**src/uniboard_pkg.sv**
```systemverilog
// uniboard_pkg: framing bytes, widths, baud divisor, peripheral ids, fsm codes, data word union
`default_nettype none

package uniboard_pkg;

	// frame delimiters and escape
	localparam logic [7:0] BYTE_START = 8'h01;
	localparam logic [7:0] BYTE_END = 8'h17;
	localparam logic [7:0] BYTE_ESC = 8'h1B;

	// header, address, four data bytes
	localparam int PAYLOAD_BYTES = 6;
	localparam int BUF_CNT_W = $clog2(PAYLOAD_BYTES + 1);

	// 12 MHz / 12 = 1 Mbaud
	localparam int BAUD_DIV = 12;
	localparam int BAUD_CNT_W = $clog2(BAUD_DIV);

	localparam int PERIPH_ID_W = 7;
	localparam int READ_FLAG_BIT = 7;
	localparam int SIZE_W = 3;

	localparam logic [PERIPH_ID_W-1:0] PERIPH_SCRATCH = 7'd2;
	localparam logic [PERIPH_ID_W-1:0] PERIPH_IDENT = 7'd7;
	localparam logic [15:0] UNIBOARD_ID = 16'h5542;

	// receiver states
	localparam int RX_STATE_W = 2;
	localparam logic [RX_STATE_W-1:0] RX_IDLE = 2'd0;
	localparam logic [RX_STATE_W-1:0] RX_START = 2'd1;
	localparam logic [RX_STATE_W-1:0] RX_DATA = 2'd2;
	localparam logic [RX_STATE_W-1:0] RX_STOP = 2'd3;

	// sequencer states
	localparam int SEQ_STATE_W = 4;
	localparam logic [SEQ_STATE_W-1:0] SEQ_IDLE = 4'd0;
	localparam logic [SEQ_STATE_W-1:0] SEQ_SETUP = 4'd1;
	localparam logic [SEQ_STATE_W-1:0] SEQ_SEL1 = 4'd2;
	localparam logic [SEQ_STATE_W-1:0] SEQ_SEL2 = 4'd3;
	localparam logic [SEQ_STATE_W-1:0] SEQ_GAP = 4'd4;
	localparam logic [SEQ_STATE_W-1:0] SEQ_PICK = 4'd5;
	localparam logic [SEQ_STATE_W-1:0] SEQ_ESC = 4'd6;
	localparam logic [SEQ_STATE_W-1:0] SEQ_ESC_HOLD = 4'd7;
	localparam logic [SEQ_STATE_W-1:0] SEQ_BYTE = 4'd8;
	localparam logic [SEQ_STATE_W-1:0] SEQ_HOLD = 4'd9;

	// register word: whole word on the bus, bytes on the serial side
	typedef union packed {
		logic [31:0] word;
		logic [3:0][7:0] bytes;
	} data_word_u;

endpackage

`default_nettype wire
```
**src/uniboard_if.sv**
```systemverilog
// frame_if and reg_bus_if interfaces with their modports
`timescale 1ns/1ns
`default_nettype none

interface frame_if;
	import uniboard_pkg::*;

	// one-cycle pulse, fields held until the next one
	logic frame_valid;
	logic [7:0] header;
	logic [7:0] reg_addr;
	data_word_u data;

	modport decoder (
		output frame_valid,
		output header,
		output reg_addr,
		output data
	);

	modport sequencer (
		input frame_valid,
		input header,
		input reg_addr,
		input data
	);
endinterface

interface reg_bus_if;
	import uniboard_pkg::*;

	logic [PERIPH_ID_W-1:0] periph_id;
	logic [7:0] reg_addr;
	// high means read
	logic rw;
	logic [31:0] write_data;
	logic select;
	logic [31:0] read_data;
	logic [SIZE_W-1:0] reg_size;

	modport master (
		output periph_id,
		output reg_addr,
		output rw,
		output write_data,
		output select,
		input read_data,
		input reg_size
	);

	modport slave (
		input periph_id,
		input reg_addr,
		input rw,
		input write_data,
		input select,
		output read_data,
		output reg_size
	);
endinterface

`default_nettype wire

```
**src/uniboard_top.sv**
```systemverilog
// uniboard_top: serial command interface with peripheral bank
`timescale 1ns/1ns
`default_nettype none

module uniboard_top (
	input logic clk_12MHz,
	input logic reset,
	input logic uart_rx,
	output logic uart_tx
);
	logic [7:0] rx_byte;
	logic rx_valid;
	logic [7:0] tx_byte;
	logic send;
	logic busy;

	// decoder to sequencer
	frame_if frame_link ();
	// sequencer to peripherals
	reg_bus_if reg_bus ();

	uart_rx rx0 (
		.clk_12MHz(clk_12MHz),
		.reset(reset),
		.uart_rx(uart_rx),
		.rx_byte(rx_byte),
		.rx_valid(rx_valid)
	);

	frame_decoder dec0 (
		.clk_12MHz(clk_12MHz),
		.reset(reset),
		.rx_byte(rx_byte),
		.rx_valid(rx_valid),
		.frame(frame_link.decoder)
	);

	protocol_sequencer seq0 (
		.clk_12MHz(clk_12MHz),
		.reset(reset),
		.frame(frame_link.sequencer),
		.bus(reg_bus.master),
		.tx_byte(tx_byte),
		.send(send),
		.busy(busy)
	);

	peripheral_bank bank0 (
		.clk_12MHz(clk_12MHz),
		.reset(reset),
		.bus(reg_bus.slave)
	);

	uart_tx tx0 (
		.clk_12MHz(clk_12MHz),
		.reset(reset),
		.tx_byte(tx_byte),
		.send(send),
		.busy(busy),
		.uart_tx(uart_tx)
	);

endmodule

`default_nettype wire

```
**src/peripheral_bank.sv**
```systemverilog
// peripheral_bank: scratch register file, identity register, empty default
`timescale 1ns/1ns
`default_nettype none

module peripheral_bank (
	input logic clk_12MHz,
	input logic reset,
	reg_bus_if.slave bus
);
	import uniboard_pkg::*;

	logic select_d;
	logic [31:0] scratch [4];
	logic sel_rise;

	// writes land on the select rising edge
	assign sel_rise = bus.select & ~select_d;

	always_ff @(posedge clk_12MHz)
	begin
		if (reset)
		begin
			select_d <= 1'b0;
			for (int i = 0; i < 4; i++)
				scratch[i] <= 32'h0;
		end
		else
		begin
			select_d <= bus.select;
			// low two address bits pick the entry
			if (sel_rise && !bus.rw && bus.periph_id == PERIPH_SCRATCH)
				scratch[bus.reg_addr[1:0]] <= bus.write_data;
		end
	end

	// registered, valid from the second select cycle
	always_ff @(posedge clk_12MHz)
	begin
		if (bus.select)
		begin
			case (bus.periph_id)
				PERIPH_SCRATCH:
				begin
					bus.read_data <= scratch[bus.reg_addr[1:0]];
					bus.reg_size <= 3'd4;
				end
				PERIPH_IDENT:
				begin
					// read only, writes have no target
					bus.read_data <= {16'h0000, UNIBOARD_ID};
					bus.reg_size <= 3'd2;
				end
				default:
				begin
					// empty register, header and address only
					bus.read_data <= 32'h0;
					bus.reg_size <= 3'd0;
				end
			endcase
		end
	end

endmodule

`default_nettype wire

```
**src/protocol_sequencer.sv**
```systemverilog
// protocol_sequencer: register bus write and read-back, escaped reply transmission
`timescale 1ns/1ns
`default_nettype none

module protocol_sequencer (
	input logic clk_12MHz,
	input logic reset,
	frame_if.sequencer frame,
	reg_bus_if.master bus,
	output logic [7:0] tx_byte,
	output logic send,
	input logic busy
);
	import uniboard_pkg::*;

	logic [SEQ_STATE_W-1:0] state;
	logic [7:0] header_q;
	data_word_u rdata;
	logic [SIZE_W-1:0] size_q;
	// reply byte index, start byte is 0
	logic [2:0] idx;
	logic [7:0] pick_byte;
	logic pick_data;
	logic pick_esc;
	logic pick_last;
	logic [7:0] cur_q;
	logic last_q;

	// next reply byte from the index
	always_comb
	begin
		pick_byte = BYTE_END;
		pick_data = 1'b1;
		pick_last = 1'b0;
		if (idx == 3'd0)
		begin
			pick_byte = BYTE_START;
			pick_data = 1'b0;
		end
		else if (idx == 3'd1)
			pick_byte = header_q;
		else if (idx == 3'd2)
			pick_byte = bus.reg_addr;
		else if (idx < 3'd3 + size_q)
			pick_byte = rdata.bytes[2'(idx - 3'd3)];
		else
		begin
			pick_data = 1'b0;
			pick_last = 1'b1;
		end
		// framing bytes inside the reply get escaped
		pick_esc = pick_data & ((pick_byte == BYTE_START) | (pick_byte == BYTE_END)
			| (pick_byte == BYTE_ESC));
	end

	always_ff @(posedge clk_12MHz)
	begin
		if (reset)
		begin
			state <= SEQ_IDLE;
			bus.select <= 1'b0;
			bus.rw <= 1'b0;
			send <= 1'b0;
			idx <= '0;
			last_q <= 1'b0;
		end
		else
		begin
			case (state)
				SEQ_IDLE:
					// frames arriving while busy are lost
					if (frame.frame_valid)
					begin
						bus.rw <= frame.header[READ_FLAG_BIT];
						state <= SEQ_SETUP;
					end
				SEQ_SETUP:
				begin
					// bus settled for one cycle
					bus.select <= 1'b1;
					state <= SEQ_SEL1;
				end
				SEQ_SEL1:
					state <= SEQ_SEL2;
				SEQ_SEL2:
				begin
					bus.select <= 1'b0;
					idx <= '0;
					state <= bus.rw ? SEQ_PICK : SEQ_GAP;
				end
				SEQ_GAP:
				begin
					// then read back the same register
					bus.rw <= 1'b1;
					state <= SEQ_SETUP;
				end
				SEQ_PICK:
				begin
					last_q <= pick_last;
					state <= pick_esc ? SEQ_ESC : SEQ_BYTE;
				end
				SEQ_ESC:
					if (!busy)
					begin
						send <= 1'b1;
						state <= SEQ_ESC_HOLD;
					end
				SEQ_ESC_HOLD:
				begin
					send <= 1'b0;
					state <= SEQ_BYTE;
				end
				SEQ_BYTE:
					if (!busy)
					begin
						send <= 1'b1;
						state <= SEQ_HOLD;
					end
				default:
				begin
					// busy is up from the next cycle
					send <= 1'b0;
					idx <= idx + 1'b1;
					state <= last_q ? SEQ_IDLE : SEQ_PICK;
				end
			endcase
		end
	end

	always_ff @(posedge clk_12MHz)
	begin
		if (state == SEQ_IDLE && frame.frame_valid)
		begin
			header_q <= frame.header;
			bus.periph_id <= frame.header[PERIPH_ID_W-1:0];
			bus.reg_addr <= frame.reg_addr;
			bus.write_data <= frame.data.word;
		end
		// second select cycle, read data valid
		if (state == SEQ_SEL2 && bus.rw)
		begin
			rdata.word <= bus.read_data;
			// no more than four data bytes in a reply
			size_q <= (bus.reg_size > 3'd4) ? 3'd4 : bus.reg_size;
		end
		if (state == SEQ_PICK)
			cur_q <= pick_byte;
		if ((state == SEQ_ESC || state == SEQ_BYTE) && !busy)
			tx_byte <= (state == SEQ_ESC) ? BYTE_ESC : cur_q;
	end

endmodule

`default_nettype wire

```
**src/frame_decoder.sv**
```systemverilog
// frame_decoder: escape removal, payload buffer and frame announcement
`timescale 1ns/1ns
`default_nettype none

module frame_decoder (
	input logic clk_12MHz,
	input logic reset,
	input logic [7:0] rx_byte,
	input logic rx_valid,
	frame_if.decoder frame
);
	import uniboard_pkg::*;

	logic in_frame;
	logic escape;
	logic [BUF_CNT_W-1:0] count;
	logic [7:0] buffer [PAYLOAD_BYTES];
	logic special;
	logic do_open;
	logic do_close;
	logic do_escape;
	logic do_deposit;
	logic frame_ok;

	assign special = (rx_byte == BYTE_START) | (rx_byte == BYTE_END) | (rx_byte == BYTE_ESC);

	// escaped start is data, anything else with start reopens
	assign do_open = rx_valid & (rx_byte == BYTE_START) & (~in_frame | ~escape);
	assign do_close = rx_valid & in_frame & ~escape & (rx_byte == BYTE_END);
	assign do_escape = rx_valid & in_frame & ~escape & (rx_byte == BYTE_ESC);
	// extra bytes past the sixth fall on the floor
	assign do_deposit = rx_valid & in_frame & (escape | ~special)
		& (count < BUF_CNT_W'(PAYLOAD_BYTES));
	// need header and address at least
	assign frame_ok = do_close & (count >= BUF_CNT_W'(2));

	always_ff @(posedge clk_12MHz)
	begin
		if (reset)
		begin
			in_frame <= 1'b0;
			escape <= 1'b0;
			count <= '0;
			frame.frame_valid <= 1'b0;
		end
		else
		begin
			frame.frame_valid <= frame_ok;
			if (do_open)
			begin
				in_frame <= 1'b1;
				escape <= 1'b0;
				count <= '0;
			end
			else if (do_close)
				in_frame <= 1'b0;
			else if (do_escape)
				escape <= 1'b1;
			else if (rx_valid && in_frame)
			begin
				escape <= 1'b0;
				if (do_deposit)
					count <= count + 1'b1;
			end
		end
	end

	// zero fill so short writes store zeros
	always_ff @(posedge clk_12MHz)
	begin
		if (do_open)
		begin
			for (int i = 0; i < PAYLOAD_BYTES; i++)
				buffer[i] <= 8'h00;
		end
		else if (do_deposit)
			buffer[count] <= rx_byte;
	end

	// hold fields stable until the next frame
	always_ff @(posedge clk_12MHz)
	begin
		if (frame_ok)
		begin
			frame.header <= buffer[0];
			frame.reg_addr <= buffer[1];
			for (int i = 0; i < 4; i++)
				frame.data.bytes[i] <= buffer[i + 2];
		end
	end

endmodule

`default_nettype wire

```
**src/uart_tx.sv**
```systemverilog
// uart_tx: 8N1 serial transmitter with send strobe and busy level
`timescale 1ns/1ns
`default_nettype none

module uart_tx (
	input logic clk_12MHz,
	input logic reset,
	input logic [7:0] tx_byte,
	input logic send,
	output logic busy,
	output logic uart_tx
);
	logic start;
	logic bit_tick;
	logic [8:0] shreg;
	logic [3:0] bit_cnt;

	// strobe ignored while a byte is going out
	assign start = send & ~busy;

	baud_timer timer0 (
		.clk_12MHz(clk_12MHz),
		.reset(reset),
		.restart(start),
		.mid_tick(),
		.bit_tick(bit_tick)
	);

	always_ff @(posedge clk_12MHz)
	begin
		if (reset)
		begin
			uart_tx <= 1'b1;
			busy <= 1'b0;
			bit_cnt <= '0;
		end
		else if (start)
		begin
			// start bit goes out right away
			uart_tx <= 1'b0;
			busy <= 1'b1;
			bit_cnt <= '0;
		end
		else if (busy && bit_tick)
		begin
			// tenth tick ends the stop bit
			if (bit_cnt == 4'd9)
				busy <= 1'b0;
			else
				uart_tx <= shreg[0];
			bit_cnt <= bit_cnt + 1'b1;
		end
	end

	// data bits then stop bit, ones shifted in behind
	always_ff @(posedge clk_12MHz)
	begin
		if (start)
			shreg <= {1'b1, tx_byte};
		else if (busy && bit_tick)
			shreg <= {1'b1, shreg[8:1]};
	end

endmodule

`default_nettype wire

```
**src/uart_rx.sv**
```systemverilog
// uart_rx: 8N1 serial receiver with one-cycle byte valid pulse
`timescale 1ns/1ns
`default_nettype none

module uart_rx (
	input logic clk_12MHz,
	input logic reset,
	input logic uart_rx,
	output logic [7:0] rx_byte,
	output logic rx_valid
);
	import uniboard_pkg::*;

	logic rx_meta;
	logic rx_sync;
	logic rx_prev;
	logic start_edge;
	logic restart;
	logic mid_tick;
	logic [RX_STATE_W-1:0] state;
	logic [2:0] bit_cnt;

	// falling edge on the synchronized line
	assign start_edge = rx_prev & ~rx_sync;
	assign restart = (state == RX_IDLE) & start_edge;

	// only mid-bit sampling needed here
	baud_timer timer0 (
		.clk_12MHz(clk_12MHz),
		.reset(reset),
		.restart(restart),
		.mid_tick(mid_tick),
		.bit_tick()
	);

	always_ff @(posedge clk_12MHz)
	begin
		if (reset)
		begin
			rx_meta <= 1'b1;
			rx_sync <= 1'b1;
			rx_prev <= 1'b1;
			state <= RX_IDLE;
			bit_cnt <= '0;
			rx_valid <= 1'b0;
		end
		else
		begin
			// two-flop sync, line idles high
			rx_meta <= uart_rx;
			rx_sync <= rx_meta;
			rx_prev <= rx_sync;
			rx_valid <= 1'b0;
			case (state)
				RX_IDLE:
					if (start_edge)
						state <= RX_START;
				RX_START:
					if (mid_tick)
					begin
						// high again at mid-start is a glitch
						state <= rx_sync ? RX_IDLE : RX_DATA;
						bit_cnt <= '0;
					end
				RX_DATA:
					if (mid_tick)
					begin
						bit_cnt <= bit_cnt + 1'b1;
						if (bit_cnt == 3'd7)
							state <= RX_STOP;
					end
				default:
					if (mid_tick)
					begin
						// bad stop bit drops the byte
						rx_valid <= rx_sync;
						state <= RX_IDLE;
					end
			endcase
		end
	end

	// lsb first into the top
	always_ff @(posedge clk_12MHz)
	begin
		if (state == RX_DATA && mid_tick)
			rx_byte <= {rx_sync, rx_byte[7:1]};
	end

endmodule

`default_nettype wire

```
**src/baud_timer.sv**
```systemverilog
// baud_timer: bit period counter with mid-bit and end-of-bit ticks
`timescale 1ns/1ns
`default_nettype none

module baud_timer (
	input logic clk_12MHz,
	input logic reset,
	input logic restart,
	output logic mid_tick,
	output logic bit_tick
);
	import uniboard_pkg::*;

	logic [BAUD_CNT_W-1:0] cnt;

	// counts 0 .. BAUD_DIV-1, back to 0 on restart
	always_ff @(posedge clk_12MHz)
	begin
		if (reset)
			cnt <= '0;
		else if (restart || cnt == BAUD_CNT_W'(BAUD_DIV - 1))
			cnt <= '0;
		else
			cnt <= cnt + 1'b1;
	end

	// half period after restart, then once per period
	assign mid_tick = (cnt == BAUD_CNT_W'(BAUD_DIV / 2 - 1));
	// full period after restart
	assign bit_tick = (cnt == BAUD_CNT_W'(BAUD_DIV - 1));

endmodule

`default_nettype wire

```
**config.mk**
```make
export PLATFORM = sky130hd
export DESIGN_NAME = uniboard_top
export DESIGN_NICKNAME = d
export VERILOG_FILES = /design/src/uniboard_pkg.sv /design/src/uniboard_if.sv /design/src/uniboard_top.sv /design/src/peripheral_bank.sv /design/src/protocol_sequencer.sv /design/src/frame_decoder.sv /design/src/uart_tx.sv /design/src/uart_rx.sv /design/src/baud_timer.sv
export SDC_FILE = /design/constraint.sdc
export NUM_CORES = 1
export LEC_CHECK = 0
export BUFFER_PORTS_ARGS = -buffer_cell sky130_fd_sc_hd__buf_2
export CAP_MARGIN = 10
export CORE_UTILIZATION = 63
export DETAILED_ROUTE_END_ITERATION = 12
export PLACE_DENSITY_LB_ADDON = 0.08
export RECOVER_POWER = 50
export SYNTH_ARGS = -nofsm -noshare
export SYNTH_HDL_FRONTEND = slang
export SYNTH_HIERARCHICAL = 1
export SYNTH_SLANG_ARGS = --single-unit
export TNS_END_PERCENT = 1
```
**constraint.sdc**
```tcl
create_clock -name clk_12MHz -period 7.2 [get_ports clk_12MHz]
set_clock_uncertainty 0.2 [all_clocks]
set_input_delay 2.16 -clock clk_12MHz [delete_from_list [all_inputs] [get_ports clk_12MHz]]
set_output_delay 2.16 -clock clk_12MHz [all_outputs]
set_load 0.01 [all_outputs]
```
# == Word-level counts from Yosys, hierarchy flattened ==
# Memory sizes are Yosys's and may differ from the RTL's. A register that Yosys moved wholly into a read port is not among the register bits.
# Cells that the tools add are included.
# classes
bitwise,30
eq_ne,34
reduce_logical,43
addsub,8
muxes,68
magnitude_cmp,5
# op_table
op,count
2-to-1 mux 8 bit,8
case mux 32 bit (2 select lines),1
case mux 4 bit (9 select lines),1
2-to-1 mux 1 bit,33
== test 8 x 5 -> 1 bit (second input constant),4
2-to-1 mux 32 bit,1
OR reduction 32 bit,1
== test 4 x 3 -> 1 bit (second input constant),5
case mux 3 bit (2 select lines),3
binary-select mux 8 bit (select 2 bit),1
== test 4 bit (second input constant),4
== test 8 x 1 -> 1 bit (second input constant),2
2-to-1 mux 2 bit,8
2-to-1 mux 4 bit,4
nonzero test 2 bit,8
OR reduction 8 bit,2
bitwise AND 1 bit,14
adder 4 x 1 -> 4 bit (second input constant),3
2-to-1 mux 3 bit,4
inequality test 2 bit (second input constant),5
NOT 1 bit,10
AND reduction 2 bit,5
OR reduction 2 bit,5
adder 3 x 1 -> 3 bit (second input constant),3
other kinds (31),53
# word_totals
reg_bits,198
mem_count,2
elab_cells,224
ram_bits,176
# memory_table
name,depth,width,read_ports,rd_clocked_by_memory_dff,wr,line,text
bank0.scratch,4,32,1,1,4,peripheral_bank.sv:13,logic [31:0] scratch [4];
dec0.buffer,6,8,6,6,6,frame_decoder.sv:17,logic [7:0] buffer [PAYLOAD_BYTES];

# == Logic depth before layout (Yosys ltp) ==
# Gate-level depths: netlist of run 1.
# depth
ltp_word,13
mapped_depth,11
ltp_nobuf,11

# == Cells and area by module ==
# The synthesis of run 1 kept the hierarchy.
# modules_own_cells
module,area_per_inst_um2,instances,cells_each
peripheral_bank,6757.7,1,452
protocol_sequencer,4389.2,1,278
frame_decoder,3736.1,1,213
uart_tx,673.1,1,55
uart_rx,649.4,1,50
baud_timer,183.9,2,19

# == Worst setup path after synthesis of run 1 ==
# Ideal clock, no wire load.
# synth_path
kind,register -> register
start,register seq0.state[3]
end,register seq0.bus.periph_id[0] (enable)
path_slack_ns,0.734
setup_time_ns,0.590
path_buffers,2
t_arrival_ns,5.677
stages_incl_launch_ff,4
required_time_ns,6.410
cell_sequence,dfxtp_1 clkbuf_1 clkbuf_1 nor4b_1
# synth_between
elab_chain_cells,2
# synth_rtl
item,line,text
from (decl),protocol_sequencer.sv:16,logic [SEQ_STATE_W-1:0] state;
from (signal assigned),protocol_sequencer.sv:89,state <= bus.rw ? SEQ_PICK : SEQ_GAP;
from (signal assigned),protocol_sequencer.sv:100,state <= pick_esc ? SEQ_ESC : SEQ_BYTE;
from (signal assigned),protocol_sequencer.sv:124,state <= last_q ? SEQ_IDLE : SEQ_PICK;
logical NOT 4 bit,protocol_sequencer.sv:132,if (state == SEQ_IDLE && frame.frame_valid)
logical AND 1 bit,protocol_sequencer.sv:132,
to (signal assigned),protocol_sequencer.sv:135,bus.periph_id <= frame.header[PERIPH_ID_W-1:0];
to (decl),uniboard_if.sv:42,"output periph_id,"
# Every way passes these cells.
# A chain may end at the register's enable or synchronous reset.

==> metrics.md, run 1 <==
| Metric | Value |
|---|---|
| Hold/Removal Path Class | reg -> reg |
| Hold path startpoint | bank0/bus.read_data[9]$_DFFE_PP_ |
| Fin. max-slew vios | 161 |
| Die span in x | 164 µm |
| Run status | finished, violations left |
| Peak VDD IR | 0.000202 V |
| RSZ-0062 raised after global routing | false |
| Post-cts sizing count | 0 |
| Worst hold endpoint | seq0/rdata[9]$_DFFE_PP_ |
| Synthesized Nets | 1103 |
| Layout net count | 1115 |
| Number of cell rows | 58 |
| DRC | 0 |
| Vias in the first global route | 8152 |
| Failing checks | max-capacitance violations, max-slew violations |
| CTS H-tree depth | 2 |
| Grt total ovfl | 0 |
| Initial Util | 0.650 |
| Crit-path cells | clkbuf_1 > o21bai_2 > buf_4 |
| Post-DP HPWL | 17500 µm |
| Clock slew seen by the registers of the worst setup and hold paths | 0.06 ns |
| Slew HR | -0.663 |
| Tmin final | 4.23 ns |
| Filler cell count | 1660 |
| Routability cong. | 0.831 |
| Iter 0 DRT Violations | 735 |
| Clk_lat worst skew | 0.53 ns |
| Syn_area_per_cell | 15.3 µm² |
| Worst reg2reg setup slack | 3.54 ns |
| CTS Buffer Depth | 3 |
| CP Capture Type | register |
| ANT cells | 0 |
| CTS tree | built |
| Worst flop-to-flop path endpoint | seq0/state[3]$_SDFFE_PP0P_ |
| Critical Path AT | 4.19 ns |
| Buf+Inv Stages, Crit Path | 2 |
| CTS Root Cell | clkbuf_16 |
| R2R Path Start | seq0/idx[0]$_SDFFE_PP0N_ |
| Die ar. | 26900 µm² |
| Routed len/inst | 19.2 µm |
| Final WL | 28000 µm |
| GR Util All Layers | 0.219 |
| Core Area | 25500 µm² |
| CP delay by family, top | buffers and inverters |
| Setup tns final | 0 ns |
| Worst-Margin Slew | 2.49 ns |
| PortBufs | 3 |
| Post-route insts no fill | 1457 |
| Vias | 8342 |
| First-pass GRT wire length | 44200 µm |
| CP max FO | 38 |
| Worst Setup Path Type | in -> reg |
| Register-to-Register Path Depth | 8 |
| TritonCTS Sinks | 414 |
| Die Y | 164 µm |
| Max Cap Violations | 4 |
| PwrDens | 283 nW/µm² |
| Initial antenna violation count | 0 |
| Yosys warns | 6 |
| Critical Path Stages | 3 |
| P&R area growth vs syn | 9.40% |
| Largest net degree at the start of global routing | 50 |
| Placed cells | 1383 |
| Final hold viol count | 0 |
| Ratio of final minimum period to clock period | 0.588 |
| # IOs | 4 |
| Number of post-CTS setup repair buffers | 0 |
| Total power | 0.00512 W |
| Lkg Pwr | 5.95 nW |
| Syn Std Cell Area | 16600 µm² |
| Required @ worst endpoint | 7.16 ns |
| Detail Route Antenna Nets | 0 |
| Final setup fails | 0 |
| Drt pass-1 iters | 5 |
| Via/cell ratio | 5.73 |
| CTS Hold Bufs | 0 |
| Finished Core Util | 0.711 |
| Fmax | 236 MHz |
| Num CTS Buffers | 41 |
| Mapped Cells | 1084 |
| Worst setup SP type | input port |
| CP max-delay cell | clkbuf_1 |
| Hold Path Cell Cnt | 0 |
| Crit path largest cell delay | 1.23 ns |
| Layout cells sized above 1 | 0.146 |
state kept, by name, summed over array words and instances (netlist names), 6 cells and up:
name                 count
seq0/bus.periph_id       6
tx0/shreg                8
bank0/bus.read_data     32
seq0/bus.write_data     32
seq0/bus.reg_addr        8
rx0/rx_byte              8
seq0/cur_q               8
dec0/frame.reg_addr      8
dec0/buffer             48
bank0/scratch          128
dec0/frame.header        8
seq0/rdata              32
seq0/tx_byte             8
dec0/frame.data         32
worst max path at each step:
stage | from | end | slack [ns]
floorplan | seq0/state[3]$_SDFFE_PP0P_ | seq0/bus.periph_id[0]$_DFFE_PP_ | 0.73
global placement | reset | bank0/scratch[0][27]$_SDFFCE_PN0P_ | 3.21
detailed placement | reset | bank0/scratch[3][27]$_DFFE_PP_ | 3.17
CTS | seq0/idx[0]$_SDFFE_PP0N_ | seq0/state[3]$_SDFFE_PP0P_ | 3.48
global route | reset | bank0/scratch[3][3]$_DFFE_PP_ | 2.81
finish | reset | bank0/scratch[3][21]$_DFFE_PP_ | 2.97
placed cells by master (no fill, tap or decap), types with 4 or more instances in the layout:
cell and instances:
nand2b_1 15, nor4_1 4, nor2_2 4, nor3_1 8, ha_1 16, and2_2 6, a22oi_1 6, clkinv_1 6
dfxtp_1 41, xor2_1 6, nand3b_1 6, a31oi_1 6, nand3_1 6, o22ai_1 4, mux4_2 34, o21ai_0 13
or2_0 4, o211ai_1 5, edfxtp_1 373, o21bai_2 4, mux2_2 18, inv_1 18, and2_1 41, clkbuf_16 41
buf_4 13, mux2i_1 5, a21oi_1 30, nand2_1 59, bufinv_16 4, nor2_1 169, nor2b_1 41, or2_1 4
clkbuf_1 24
report_power, final:
group	total (W)	leakage, nW	internal, W	switching [W]
Clock	0.00205	0.622	0.00120	0.000846
Sequential	0.00280	3.89	0.00273	0.0000683
Combinational	0.000274	1.44	0.000107	0.000167
metrics by stage:
step	worst slack, ns	hold slack, ns	cell area (µm²)
after global routing	2.81	0.219	18100
after CTS	3.48	0.214	18200
final	2.97	0.206	18100
after global placement	3.21	0.187	16900
after floorplan	0.734	0.183	16600
after detailed placement	3.17	0.205	16900
per-layer routing:
| layer | global-route usage | part of all wire | wire length (µm) |
|---|---|---|---|
| met2 | 0.344 | 0.48 | 13500 |
| met3 | 0.0318 | 0.053 | 1500 |
| met5 | 0 | 0 | 0 |
| met4 | 0.0648 | 0.020 | 568 |
| met1 | 0.320 | 0.45 | 12500 |
layout make-up:
| class | instances | area [µm²] | share of cell area |
|---|---|---|---|
| well taps | 330 | 413 | 0.0228 |
| multi-input cells | 596 | 4170 | 0.230 |
| inverters | 18 | 67.6 | 0.00373 |
| clock buffers | 55 | 1080 | 0.0595 |
| clock inverters | 19 | 223 | 0.0123 |
| repair buffers | 25 | 145 | 0.00801 |
| flip-flops and latches | 414 | 12000 | 0.664 |
Note: power is estimated with default switching activity, not from simulation.
==> run 2, diff against run 1 <==
clock period = 4.2 ns   (was 7.2 ns; I/O delays follow)
==> run 2 against run 1 <==
The flow still finishes with violations (max-capacitance violations, max-slew violations). Largest cell class unchanged. Final area hardly changed. Non-clock buffer count is 3 higher. Clock-buffer cell count stayed put. Critical path depth is 2 higher. Worst setup slack worse by 2.0 ns. Worst hold slack worse by 0.0062 ns. Register-to-register slack worse by 2.6 ns. Highest routed layer is now met5. Utilization hardly changed. Total power is 70% higher.
==> metrics.md, run 2 (synthesis gave the netlist of run 1 again) <==
| Metric | Value |
|---|---|
| Grt total ovfl | 0 |
| Fmax | 311 MHz |
| Post-route insts no fill | 1461 |
| GR Util All Layers | 0.241 |
| Lkg Pwr | 5.98 nW |
| Final WL | 30900 µm |
| Die span in x | 164 µm |
| Worst setup SP type | register |
| Worst-Margin Slew | 2.07 ns |
| Register-to-Register Path Depth | 5 |
| Worst Setup Path Type | reg -> reg |
| Die ar. | 26900 µm² |
| CP max-delay cell | clkbuf_1 |
| Hold path startpoint | rx0/rx_meta$_SDFF_PP1_ |
| Iter 0 DRT Violations | 690 |
| Dpl cell area | 16900 µm² |
| DRC | 0 |
| PwrDens | 480 nW/µm² |
| Worst flop-to-flop path endpoint | bank0/scratch[1][20]$_SDFFCE_PN0P_ |
| First-pass GRT wire length | 48100 µm |
| Failing checks | max-capacitance violations, max-slew violations |
| Run status | finished, violations left |
| Top flop regs | bank0/scratch x128, dec0/buffer x48 |
| Crit-path cells | buf_4 > nor2b_1 > nand4b_1 > clkbuf_1 > nor2_1 |
| Max reg flops | 128 |
| CTS Root Cell | clkbuf_16 |
| Via/cell ratio | 5.86 |
| Clk_lat worst skew | 0.53 ns |
| Switching share of total power | 0.215 |
| CTS tree | built |
| Number of cell rows | 58 |
| PortBufs | 3 |
| Vias | 8566 |
| Detail Route Antenna Nets | 0 |
| CP Capture Type | register |
| Post-cts sizing count | 0 |
| Routability cong. | 0.884 |
| CTS Hold Bufs | 0 |
| RSZ-0062 raised after global routing | false |
| Vias in the first global route | 8463 |
| Finished Core Util | 0.711 |
| Most common cell after layout, fill and taps aside | edfxtp_1 |
| CP delay by family, top | buffers and inverters |
| P&R area growth vs syn | 9.38% |
| Biggest register | bank0/scratch |
| Initial antenna violation count | 1 |
| Final hold viol count | 0 |
| ANT cells | 0 |
| TritonCTS Sinks | 414 |
| Layout net count | 1118 |
| Ratio of final minimum period to clock period | 0.767 |
| CTS H-tree depth | 2 |
| Slew HR | -0.381 |
| Num CTS Buffers | 41 |
| Crit path largest cell delay | 1.33 ns |
| Worst reg2reg setup slack | 0.98 ns |
| Core Area | 25500 µm² |
| R2R Path Start | seq0/bus.reg_addr[1]$_DFFE_PP_ |
| # IOs | 4 |
| Peak VDD IR | 0.000464 V |
| CTS Buffer Depth | 3 |
| Power Internal | 0.00682 W |
| Fin. max-slew vios | 137 |
| Clock Power Share | 0.391 |
| Hold/Removal Path Class | reg -> reg |
| Layout cells sized above 1 | 0.150 |
| Initial Util | 0.650 |
| Drt pass-1 iters | 5 |
| Worst hold endpoint | rx0/rx_sync$_SDFF_PP1_ |
| Post-layout instance area | 18100 µm² |
| Max Cap Violations | 4 |
| Clock slew seen by the registers of the worst setup and hold paths | 0.06 ns |
| Setup tns final | 0 ns |
| Die Y | 164 µm |
| Number of post-CTS setup repair buffers | 0 |
| Logic gate share of total power | 0.056 |
| Hold_ws | 0.200 ns |
| Tmin final | 3.22 ns |
| Switching Power | 0.00187 W |
| CP max FO | 40 |
| Required @ worst endpoint | 4.21 ns |
| Post-DP HPWL | 19300 µm |
| Buf+Inv Stages, Crit Path | 2 |
| Routed len/inst | 21.2 µm |
| Critical Path AT | 3.23 ns |
| Final setup fails | 0 |
| Sequential Power Share | 0.552 |
| Filler cell count | 1668 |
| Hold Path Cell Cnt | 1 |
| Placed cells | 1385 |
| Largest net degree at the start of global routing | 49 |
| Highest-count cells in the layout ignoring fill and taps | 373 x edfxtp_1, 169 x nor2_1, 59 x nand2_1 |
run 2: cell count changes in the layout (fill, tap and decap cells not counted), moves of 3 or more:
cell | before | now
or2_0 | 4 | 1
bufinv_16 | 4 | 1
and2_1 | 41 | 44
buf_4 | 13 | 17
clkinv_1 | 6 | 11
clkbuf_1 | 24 | 18
or2_1 | 4 | 7
and2_0 | 3 | 0
run 2: worst reg2reg max path, cell delays in order (launching register included):
cell and delay (ns):
edfxtp_1 0.47, buf_4 0.55, nor2b_1 0.12, nand4b_1 0.11
clkbuf_1 1.33, nor2_1 0.12
run 2: layout make-up:
| type | instances | area (µm²) | area share |
|---|---|---|---|
| Sequential cell | 414 | 12000 | 0.664 |
| Multi-Input combinational cell | 596 | 4190 | 0.231 |
| Clock buffer | 55 | 1130 | 0.0624 |
| Tap cell | 330 | 413 | 0.0228 |
| Timing Repair Buffer | 28 | 174 | 0.00960 |
| Clock inverter | 20 | 121 | 0.00670 |
| Inverter | 18 | 67.6 | 0.00373 |
run 2: power groups by stage:
stage                     clock [W]  sequential (W)  combinational (W)
after floorplan                   0         0.00485           0.000378
final                       0.00340         0.00480           0.000489
after CTS                   0.00346         0.00480           0.000499
after global routing        0.00362         0.00482           0.000544
after detailed placement          0         0.00488           0.000496
after global placement            0         0.00488           0.000488
run 2: per-layer routing:
metal | wire (µm) | GRT usage | vias to the layer above
met4 | 584 | 0.0678 | 2
met1 | 13800 | 0.355 | 4255
met3 | 1600 | 0.0399 | 47
li1 | - | - | 4030
met5 | 11 | 0 | -
met2 | 14900 | 0.376 | 232
run 2: worst max-delay path by stage:
stage	start	end	slack (ns)	cells past startpoint
5_1_grt	seq0/header_q[6]$_DFFE_PP_	bank0/scratch[1][2]$_SDFFCE_PN0P_	0.58	5
3_3_place_gp	seq0/idx[1]$_SDFFE_PP0N_	seq0/state[3]$_SDFFE_PP0P_	1.33	8
2_1_floorplan	seq0/state[3]$_SDFFE_PP0P_	seq0/bus.periph_id[0]$_DFFE_PP_	0.15	3
3_5_place_dp	seq0/idx[1]$_SDFFE_PP0N_	seq0/state[3]$_SDFFE_PP0P_	1.23	8
4_1_cts	seq0/idx[1]$_SDFFE_PP0N_	seq0/state[3]$_SDFFE_PP0P_	1.21	8
6_report	seq0/bus.reg_addr[1]$_DFFE_PP_	bank0/scratch[1][20]$_SDFFCE_PN0P_	0.98	5
run 2: metrics by stage:
step                      setup slack (ns)  total power [W]
after global routing                 0.577          0.00898
after global placement                1.33          0.00536
final                                0.979          0.00869
after floorplan                      0.151          0.00523
after CTS                             1.21          0.00876
after detailed placement              1.23          0.00538
